--- config.mk ---
export PLATFORM = sky130hd
export DESIGN_NAME = glb_cfg_ring
export DESIGN_NICKNAME = d
export VERILOG_FILES = /design/src/design/glb_pkg.sv /design/src/design/cfg_ifc.sv /design/src/design/glb_cfg_ingress.sv /design/src/design/glb_tile_cfg.sv /design/src/design/glb_cfg_terminator.sv /design/src/design/glb_cfg_ring.sv
export SDC_FILE = /design/constraint.sdc
export NUM_CORES = 1
export LEC_CHECK = 0
export ABC_CLOCK_PERIOD_IN_PS = 8700
export BUFFER_PORTS_ARGS = -buffer_cell sky130_fd_sc_hd__buf_2
export CAP_MARGIN = 30
export CORE_MARGIN = 3
export CORE_UTILIZATION = 58
export DETAILED_ROUTE_END_ITERATION = 10
export PLACE_DENSITY_LB_ADDON = 0.3
export SLEW_MARGIN = 10
export SYNTH_ARGS = -nofsm -noshare
export SYNTH_HDL_FRONTEND = slang
export SYNTH_HIERARCHICAL = 1
export SYNTH_SLANG_ARGS = --single-unit
--- constraint.sdc ---
create_clock -name clk -period 8.7 [get_ports clk]
set_clock_uncertainty 0.05 [all_clocks]
set_input_delay 0.435 -clock clk [delete_from_list [all_inputs] [get_ports clk]]
set_output_delay 0.435 -clock clk [all_outputs]
set_load 0.005 [all_outputs]
--- src/design/glb_pkg.sv ---
/* widths, vector types and the dma header layout shared by the configuration ring
   and its tiles; referenced with glb_pkg:: scoped names */
package glb_pkg;

    localparam int AXI_DATA_WIDTH      = 32;
    localparam int CFG_ADDR_WIDTH      = 12;  // byte address
    localparam int TILE_SEL_ADDR_WIDTH = 4;
    localparam int GLB_ADDR_WIDTH      = 20;
    localparam int MAX_NUM_WORDS_WIDTH = 16;
    localparam int QUEUE_DEPTH         = 4;   // dma headers per tile

    // fields of a configuration address
    localparam int CFG_REG_LSB   = 2;   // bits 1:0 must be zero
    localparam int CFG_REG_WIDTH = 5;
    localparam int CFG_TILE_LSB  = CFG_REG_LSB + CFG_REG_WIDTH;

    typedef logic [CFG_ADDR_WIDTH-1:0]      cfg_addr_t;
    typedef logic [AXI_DATA_WIDTH-1:0]      cfg_data_t;
    typedef logic [TILE_SEL_ADDR_WIDTH-1:0] tile_id_t;
    typedef logic [GLB_ADDR_WIDTH-1:0]      glb_addr_t;
    typedef logic [MAX_NUM_WORDS_WIDTH-1:0] num_words_t;

    // one queued store transfer
    typedef struct packed {
        logic       valid;
        glb_addr_t  start_addr;
        num_words_t num_words;
    } dma_header_t;

endpackage

--- src/design/cfg_ifc.sv ---
/* configuration bus between ring stages; requests flow west from master to slave,
   read responses come back east */
`timescale 1ns/10ps

interface cfg_ifc;

    // requests, single-cycle strobes
    logic               wr_en;
    glb_pkg::cfg_addr_t wr_addr;
    glb_pkg::cfg_data_t wr_data;
    logic               rd_en;
    glb_pkg::cfg_addr_t rd_addr;

    // response, valid for exactly one cycle
    glb_pkg::cfg_data_t rd_data;
    logic               rd_data_valid;

    modport master (
        output wr_en,
        output wr_addr,
        output wr_data,
        output rd_en,
        output rd_addr,
        input  rd_data,
        input  rd_data_valid
    );

    modport slave (
        input  wr_en,
        input  wr_addr,
        input  wr_data,
        input  rd_en,
        input  rd_addr,
        output rd_data,
        output rd_data_valid
    );

endinterface

--- src/design/glb_cfg_ingress.sv ---
/* host side of the ring: registers host strobes onto the ring, drops misaligned
   requests and hands ring read responses straight back to the host */
`timescale 1ns/10ps

module glb_cfg_ingress (
    input  logic               clk,
    input  logic               reset,
    input  logic               wr_en,
    input  glb_pkg::cfg_addr_t wr_addr,
    input  glb_pkg::cfg_data_t wr_data,
    input  logic               rd_en,
    input  glb_pkg::cfg_addr_t rd_addr,
    output glb_pkg::cfg_data_t rd_data,
    output logic               rd_data_valid,
    output logic               cfg_misaligned,  // sticky
    cfg_ifc.master             if_ring
);

    logic       wr_misaligned;
    logic       rd_misaligned;
    logic       misaligned_rd_q;  // local zero response pending
    logic [1:0] rd_outstanding;

    assign wr_misaligned = wr_en && (wr_addr[1:0] != 2'b00);
    assign rd_misaligned = rd_en && (rd_addr[1:0] != 2'b00);

    always_ff @(posedge clk or posedge reset) begin
        if (reset) begin
            if_ring.wr_en   <= 1'b0;
            if_ring.rd_en   <= 1'b0;
            misaligned_rd_q <= 1'b0;
            cfg_misaligned  <= 1'b0;
            rd_outstanding  <= 2'd0;
        end else begin
            if_ring.wr_en   <= wr_en && !wr_misaligned;
            if_ring.rd_en   <= rd_en && !rd_misaligned;
            misaligned_rd_q <= rd_misaligned;
            if (wr_misaligned || rd_misaligned) begin
                cfg_misaligned <= 1'b1;
            end
            case ({rd_en, rd_data_valid})
                2'b10:   rd_outstanding <= rd_outstanding + 2'd1;
                2'b01:   rd_outstanding <= rd_outstanding - 2'd1;
                default: rd_outstanding <= rd_outstanding;
            endcase
        end
    end

    // address and data only matter alongside a strobe
    always_ff @(posedge clk) begin
        if (wr_en) begin
            if_ring.wr_addr <= wr_addr;
            if_ring.wr_data <= wr_data;
        end
        if (rd_en) begin
            if_ring.rd_addr <= rd_addr;
        end
    end

    assign rd_data_valid = if_ring.rd_data_valid || misaligned_rd_q;
    assign rd_data       = misaligned_rd_q ? '0 : if_ring.rd_data;

    // host keeps a single read in flight
    a_one_read_outstanding: assert property (
        @(posedge clk) disable iff (reset) rd_en |-> (rd_outstanding == 2'd0))
        else $error("second read issued while one is outstanding");

    // every response on the ring belongs to a read issued earlier
    a_no_orphan_response: assert property (
        @(posedge clk) disable iff (reset) rd_data_valid |-> (rd_outstanding != 2'd0))
        else $error("read response without an outstanding read");

endmodule

--- src/design/glb_tile_cfg.sv ---
/* configuration registers of one buffer tile plus its hop on the ring;
   requests for other tiles pass west, responses pass east, one cycle each */
`timescale 1ns/10ps

module glb_tile_cfg (
    input  logic                 clk,
    input  logic                 reset,
    input  glb_pkg::tile_id_t    glb_tile_id,

    cfg_ifc.slave                if_cfg_est_s,
    cfg_ifc.master               if_cfg_wst_m,

    output logic                 cfg_tile_is_start,
    output logic                 cfg_tile_is_end,
    output logic                 cfg_store_dma_on,
    output logic                 cfg_store_dma_auto_on,
    output glb_pkg::dma_header_t cfg_store_dma_header [glb_pkg::QUEUE_DEPTH]
);

    typedef logic [glb_pkg::CFG_REG_WIDTH-1:0] reg_idx_t;

    localparam reg_idx_t REG_FLAGS    = 0;  // {is_end, is_start}
    localparam reg_idx_t REG_DMA_CTRL = 1;  // {auto_on, on}
    localparam reg_idx_t REG_HDR_BASE = 2;  // two registers per header

    glb_pkg::tile_id_t  wr_tile;
    glb_pkg::tile_id_t  rd_tile;
    reg_idx_t           wr_reg;
    reg_idx_t           rd_reg;
    logic               wr_hit;
    logic               rd_hit;
    glb_pkg::cfg_data_t rd_data_int;

    assign wr_tile = if_cfg_est_s.wr_addr[glb_pkg::CFG_TILE_LSB +: glb_pkg::TILE_SEL_ADDR_WIDTH];
    assign rd_tile = if_cfg_est_s.rd_addr[glb_pkg::CFG_TILE_LSB +: glb_pkg::TILE_SEL_ADDR_WIDTH];
    assign wr_reg  = if_cfg_est_s.wr_addr[glb_pkg::CFG_REG_LSB +: glb_pkg::CFG_REG_WIDTH];
    assign rd_reg  = if_cfg_est_s.rd_addr[glb_pkg::CFG_REG_LSB +: glb_pkg::CFG_REG_WIDTH];

    assign wr_hit = if_cfg_est_s.wr_en && (wr_tile == glb_tile_id);
    assign rd_hit = if_cfg_est_s.rd_en && (rd_tile == glb_tile_id);

    always_ff @(posedge clk or posedge reset) begin
        if (reset) begin
            cfg_tile_is_start     <= 1'b0;
            cfg_tile_is_end       <= 1'b0;
            cfg_store_dma_on      <= 1'b0;
            cfg_store_dma_auto_on <= 1'b0;
            for (int h = 0; h < glb_pkg::QUEUE_DEPTH; h++) begin
                cfg_store_dma_header[h] <= '0;
            end
        end else if (wr_hit) begin
            if (wr_reg == REG_FLAGS) begin
                {cfg_tile_is_end, cfg_tile_is_start} <= if_cfg_est_s.wr_data[1:0];
            end
            if (wr_reg == REG_DMA_CTRL) begin
                {cfg_store_dma_auto_on, cfg_store_dma_on} <= if_cfg_est_s.wr_data[1:0];
            end
            for (int h = 0; h < glb_pkg::QUEUE_DEPTH; h++) begin
                if (wr_reg == reg_idx_t'(REG_HDR_BASE + 2 * h)) begin
                    cfg_store_dma_header[h].num_words <=
                        if_cfg_est_s.wr_data[glb_pkg::MAX_NUM_WORDS_WIDTH-1:0];
                end
                if (wr_reg == reg_idx_t'(REG_HDR_BASE + 2 * h + 1)) begin
                    // valid in bit 0, start address above it
                    {cfg_store_dma_header[h].start_addr, cfg_store_dma_header[h].valid} <=
                        if_cfg_est_s.wr_data[glb_pkg::GLB_ADDR_WIDTH:0];
                end
            end
        end
    end

    // readback mux, unmapped registers give zero
    always_comb begin
        rd_data_int = '0;
        if (rd_reg == REG_FLAGS) begin
            rd_data_int = glb_pkg::cfg_data_t'({cfg_tile_is_end, cfg_tile_is_start});
        end
        if (rd_reg == REG_DMA_CTRL) begin
            rd_data_int = glb_pkg::cfg_data_t'({cfg_store_dma_auto_on, cfg_store_dma_on});
        end
        for (int h = 0; h < glb_pkg::QUEUE_DEPTH; h++) begin
            if (rd_reg == reg_idx_t'(REG_HDR_BASE + 2 * h)) begin
                rd_data_int = glb_pkg::cfg_data_t'(cfg_store_dma_header[h].num_words);
            end
            if (rd_reg == reg_idx_t'(REG_HDR_BASE + 2 * h + 1)) begin
                rd_data_int = glb_pkg::cfg_data_t'({cfg_store_dma_header[h].start_addr,
                                                    cfg_store_dma_header[h].valid});
            end
        end
    end

    // westward request stage
    always_ff @(posedge clk or posedge reset) begin
        if (reset) begin
            if_cfg_wst_m.wr_en <= 1'b0;
            if_cfg_wst_m.rd_en <= 1'b0;
        end else begin
            if_cfg_wst_m.wr_en <= if_cfg_est_s.wr_en && !wr_hit;
            if_cfg_wst_m.rd_en <= if_cfg_est_s.rd_en && !rd_hit;
        end
    end

    always_ff @(posedge clk) begin
        if (if_cfg_est_s.wr_en && !wr_hit) begin
            if_cfg_wst_m.wr_addr <= if_cfg_est_s.wr_addr;
            if_cfg_wst_m.wr_data <= if_cfg_est_s.wr_data;
        end
        if (if_cfg_est_s.rd_en && !rd_hit) begin
            if_cfg_wst_m.rd_addr <= if_cfg_est_s.rd_addr;
        end
    end

    // eastward response stage, local hit wins
    always_ff @(posedge clk or posedge reset) begin
        if (reset) begin
            if_cfg_est_s.rd_data_valid <= 1'b0;
        end else begin
            if_cfg_est_s.rd_data_valid <= rd_hit || if_cfg_wst_m.rd_data_valid;
        end
    end

    always_ff @(posedge clk) begin
        if_cfg_est_s.rd_data <= rd_hit ? rd_data_int : if_cfg_wst_m.rd_data;
    end

    // a west response arriving with a local hit would be lost
    a_no_response_clash: assert property (
        @(posedge clk) disable iff (reset) !(rd_hit && if_cfg_wst_m.rd_data_valid))
        else $error("tile %0d: local and west read responses collide", glb_tile_id);

endmodule

--- src/design/glb_cfg_terminator.sv ---
/* west end of the ring; anything arriving here hit no tile, so it is flagged
   and reads get a zero response */
`timescale 1ns/10ps

module glb_cfg_terminator #(
    parameter int NUM_TILES = 4
) (
    input  logic  clk,
    input  logic  reset,
    cfg_ifc.slave if_end,
    output logic  cfg_unmapped  // sticky
);

    glb_pkg::tile_id_t wr_tile;
    glb_pkg::tile_id_t rd_tile;

    assign wr_tile = if_end.wr_addr[glb_pkg::CFG_TILE_LSB +: glb_pkg::TILE_SEL_ADDR_WIDTH];
    assign rd_tile = if_end.rd_addr[glb_pkg::CFG_TILE_LSB +: glb_pkg::TILE_SEL_ADDR_WIDTH];

    always_ff @(posedge clk or posedge reset) begin
        if (reset) begin
            if_end.rd_data_valid <= 1'b0;
            cfg_unmapped         <= 1'b0;
        end else begin
            if_end.rd_data_valid <= if_end.rd_en;  // answer next cycle
            if (if_end.wr_en || if_end.rd_en) begin
                cfg_unmapped <= 1'b1;
            end
        end
    end

    assign if_end.rd_data = '0;

    // only ids beyond the last tile may fall through the chain
    a_only_unmapped_ids: assert property (
        @(posedge clk) disable iff (reset)
        (if_end.wr_en |-> (int'(wr_tile) >= NUM_TILES)) and
        (if_end.rd_en |-> (int'(rd_tile) >= NUM_TILES)))
        else $error("request for a mapped tile reached the terminator");

endmodule

--- src/design/glb_cfg_ring.sv ---
/* top level: host ingress, NUM_TILES configuration tiles chained east to west,
   and the terminator; exports the per-tile flags as vectors */
`timescale 1ns/10ps

module glb_cfg_ring #(
    parameter int NUM_TILES = 4  // 1 to 16
) (
    input  logic                 clk,
    input  logic                 reset,

    // host
    input  logic                 wr_en,
    input  glb_pkg::cfg_addr_t   wr_addr,
    input  glb_pkg::cfg_data_t   wr_data,
    input  logic                 rd_en,
    input  glb_pkg::cfg_addr_t   rd_addr,
    output glb_pkg::cfg_data_t   rd_data,
    output logic                 rd_data_valid,
    output logic                 cfg_misaligned,
    output logic                 cfg_unmapped,

    // one bit per tile
    output logic [NUM_TILES-1:0] tile_is_start,
    output logic [NUM_TILES-1:0] tile_is_end,
    output logic [NUM_TILES-1:0] store_dma_on,
    output logic [NUM_TILES-1:0] store_dma_auto_on
);

    // hop k sits east of tile k-1; hop NUM_TILES is fed by the ingress
    cfg_ifc if_hop [NUM_TILES:0] ();

    glb_cfg_ingress u_glb_cfg_ingress (
        .clk            (clk),
        .reset          (reset),
        .wr_en          (wr_en),
        .wr_addr        (wr_addr),
        .wr_data        (wr_data),
        .rd_en          (rd_en),
        .rd_addr        (rd_addr),
        .rd_data        (rd_data),
        .rd_data_valid  (rd_data_valid),
        .cfg_misaligned (cfg_misaligned),
        .if_ring        (if_hop[NUM_TILES])
    );

    for (genvar k = 0; k < NUM_TILES; k++) begin : g_tile
        glb_tile_cfg u_glb_tile_cfg (
            .clk                   (clk),
            .reset                 (reset),
            .glb_tile_id           (glb_pkg::tile_id_t'(k)),
            .if_cfg_est_s          (if_hop[k+1]),
            .if_cfg_wst_m          (if_hop[k]),
            .cfg_tile_is_start     (tile_is_start[k]),
            .cfg_tile_is_end       (tile_is_end[k]),
            .cfg_store_dma_on      (store_dma_on[k]),
            .cfg_store_dma_auto_on (store_dma_auto_on[k]),
            .cfg_store_dma_header  ()  // for the store dma, outside this block
        );
    end

    glb_cfg_terminator #(
        .NUM_TILES (NUM_TILES)
    ) u_glb_cfg_terminator (
        .clk          (clk),
        .reset        (reset),
        .if_end       (if_hop[0]),
        .cfg_unmapped (cfg_unmapped)
    );

endmodule

==> impl_metrics.env <==
export IMPL_dp_hpwl_mm=62.5
export IMPL_io_pins=111
export IMPL_grt_pass1_vias=26200
export IMPL_slowest_delay_ps=650
export IMPL_status="completed"
export IMPL_worstReg2RegEnd="g_tile[3].u_glb_tile_cfg/if_cfg_est_s.rd_data[0]"
export IMPL_ir_drop_mv=0.137
export IMPL_drtAntennaViolNets=0
export IMPL_final_setup_viol_count=0
export IMPL_tns_ps=0
export IMPL_worst_pin_slew_ps=1030
export IMPL_overflow=0
export IMPL_startpoint_type="flip-flop"
export IMPL_fmax_mhz=330
export IMPL_startpoint="u_glb_cfg_ingress/if_ring.rd_addr[2]"
export IMPL_cp_cell_sequence="buf_4 > nand2_1 > nor3_1 > nor2_1 > a222oi_1 > o21ai_0"
export IMPL_core_area_um2=66100
export IMPL_critPathMaxFanout=46
export IMPL_cts_root_buffer="clkbuf_16"
export IMPL_drt_iter0_drc=2177
export IMPL_hold_viol=0
export IMPL_wl_per_cell_um=23.9
export IMPL_postCtsHoldBufs=45
export IMPL_cts_setup_buffers=0
export IMPL_crit_path_end="g_tile[3].u_glb_tile_cfg/if_cfg_est_s.rd_data[0]"
export IMPL_p_leak_nw=20.2
export IMPL_critPathCaptureType="flip-flop"
export IMPL_cp_data_arrival_time_ps=3460
export IMPL_reg2reg_from="u_glb_cfg_ingress/if_ring.rd_addr[2]"
export IMPL_synth_area_um2=38900
export IMPL_maxSlewHeadroom_pct=31.0
export IMPL_vias=25100
export IMPL_grt_max_degree=85
export IMPL_fin_crit_ps=3030
export IMPL_start_util_pct=58.8
export IMPL_maxSlewViolCount=0
export IMPL_h_tree_depth=3
export IMPL_synthToLayoutAreaGrowth_pct=13.5
export IMPL_total_power_mw=8.95
export IMPL_cts_sinks=910
export IMPL_port_buffers=97
export IMPL_antenna_found_initial=1
export IMPL_finalCritPeriodShare_pct=34.8
export IMPL_grt_usage_pct=27.3
export IMPL_powerDensity_nw_per_um2=203
export IMPL_worstHoldPathType="input port to flip-flop"
export IMPL_ctsResizeCount=0
export IMPL_cts_tree="built"
export IMPL_holdWs_ps=91.5
export IMPL_antennaDiodeCount=0
export IMPL_required_ps=9130
export IMPL_crit_slowest_cell="a222oi_1"
export IMPL_drv_cap=0
export IMPL_syn_avg_cell_area_um2=13.3
export IMPL_fp_dieW_um=265
export IMPL_path_clk_slew_ps=70
export IMPL_nets=3129
export IMPL_yosys_warnings=6
export IMPL_drc_errors=0
export IMPL_place_gp_congestion=0.888
export IMPL_layout_drive_gt1_share_pct=30.8
export IMPL_rows=94
export IMPL_synth_cells=2917
export IMPL_max_clock_path_buffers=3
export IMPL_clock_latency_ps=650
export IMPL_hp_start="wr_addr[0]"
export IMPL_die_h_um=265
export IMPL_firstDrtPassIters=6
export IMPL_routed_via_density=6.26
export IMPL_die_area_um2=70200
export IMPL_wl_mm=96.0
export IMPL_rsz0062_at_grt="no"
export IMPL_critical_path_class="flip-flop to flip-flop"
export IMPL_reg2reg_slack_ps=5670
export IMPL_grt_pass1_wl_mm=150
export IMPL_r2r_cells=6
export IMPL_cts_buffers=91
## layout make-up
type                            count  area, um^2
Clock buffer                      142        2840
Clock inverter                     30         422
Fill cell                        4628       22000
Inverter                           30         133
Multi-Input combinational cell   1831       15100
Sequential cell                   910       22900
Tap cell                          864        1080
Timing Repair Buffer              205        1660
## metrics by stage
step	instance area, um^2	setup WS (ps)	cells	util (%)
6_report	44100	5670	4012	66.7
5_1_grt	44100	5530	4012	66.7
4_1_cts	43900	5680	4001	66.5
3_5_place_dp	40200	5720	3784	60.9
3_3_place_gp	40000	5740	3771	60.5
2_1_floorplan	39100	4040	2978	-
## worst max-delay path: cells and delay by family (launching register included)
family          cells  cell delay [ps]
compound gates      2              890
buf+inv             1              550
simple gates        3              990
flops               1              330
## worst min-delay path by stage
stage	depth (start not counted)	endpoint
after floorplan	1	u_glb_cfg_terminator/cfg_unmapped
after global placement	0	u_glb_cfg_terminator/if_end.rd_data_valid
after detailed placement	0	u_glb_cfg_terminator/if_end.rd_data_valid
after CTS	3	u_glb_cfg_ingress/cfg_misaligned
after global routing	1	u_glb_cfg_ingress/if_ring.rd_addr[2]
final	3	u_glb_cfg_ingress/cfg_misaligned
## layout by cell type (no fill, tap or decap), types with 26 or more instances in the layout
cell type        n
a221oi_1        36
o21a_1          33
o31ai_1         32
nor3_1          28
buf_2           99
a31oi_1         40
conb_1          64
a21oi_1         36
mux2i_1         76
nor2_1         148
o311ai_0        36
clkbuf_16       97
inv_1           26
nand2_1         52
a22oi_1         44
o21ai_0        133
dfxtp_1        128
and2_1          56
edfxtp_1       156
nor2b_1         28
or3_1           41
nor3b_1         26
mux2_2         612
dlygate4sd3_1   45
dfrtp_1        626
buf_4           43
## routing by layer
layer | global-route usage [%] | share of wire, % | vias up
li1 | - | - | 11000
met1 | 35.9 | 41 | 12900
met2 | 45.2 | 48 | 974
met3 | 4.70 | 6.4 | 240
met4 | 11.6 | 4.2 | 0
met5 | 0 | 0 | -
## where the power goes
group	leakage [nW]	internal (mW)	switching [mW]
Clock	1.59	2.52	1.65
Sequential	11.3	4.41	0.0686
Combinational	7.40	0.116	0.192
## registers in the layout, summed over array words and instances (netlist names)
| register | count |
|---|---|
| u_glb_cfg_ingress/if_ring.rd_addr | 9 |
| g_tile.u_glb_tile_cfg/if_cfg_wst_m.wr_data | 63 |
| g_tile.u_glb_tile_cfg/cfg_store_dma_auto_on | 4 |
| u_glb_cfg_ingress/if_ring.wr_data | 21 |
| u_glb_cfg_terminator/if_end.rd_data_valid | 1 |
| u_glb_cfg_ingress/cfg_misaligned | 1 |
| g_tile.u_glb_tile_cfg/if_cfg_wst_m.rd_en | 4 |
| u_glb_cfg_ingress/if_ring.wr_addr | 9 |
| g_tile.u_glb_tile_cfg/cfg_tile_is_start | 4 |
| g_tile.u_glb_tile_cfg/if_cfg_est_s.rd_data | 128 |
| g_tile.u_glb_tile_cfg/cfg_store_dma_on | 4 |
| u_glb_cfg_ingress/if_ring.wr_en | 1 |
| u_glb_cfg_ingress/misaligned_rd_q | 1 |
| g_tile.u_glb_tile_cfg/cfg_tile_is_end | 4 |
| u_glb_cfg_terminator/cfg_unmapped | 1 |
| g_tile.u_glb_tile_cfg/if_cfg_wst_m.wr_en | 4 |
| g_tile.u_glb_tile_cfg/if_cfg_wst_m.wr_addr | 27 |
| g_tile.u_glb_tile_cfg/if_cfg_wst_m.rd_addr | 27 |
| g_tile.u_glb_tile_cfg/cfg_store_dma_header | 592 |
| u_glb_cfg_ingress/if_ring.rd_en | 1 |
| g_tile.u_glb_tile_cfg/if_cfg_est_s.rd_data_valid | 4 |
No activity file was read; power rests on OpenSTA's default activity.
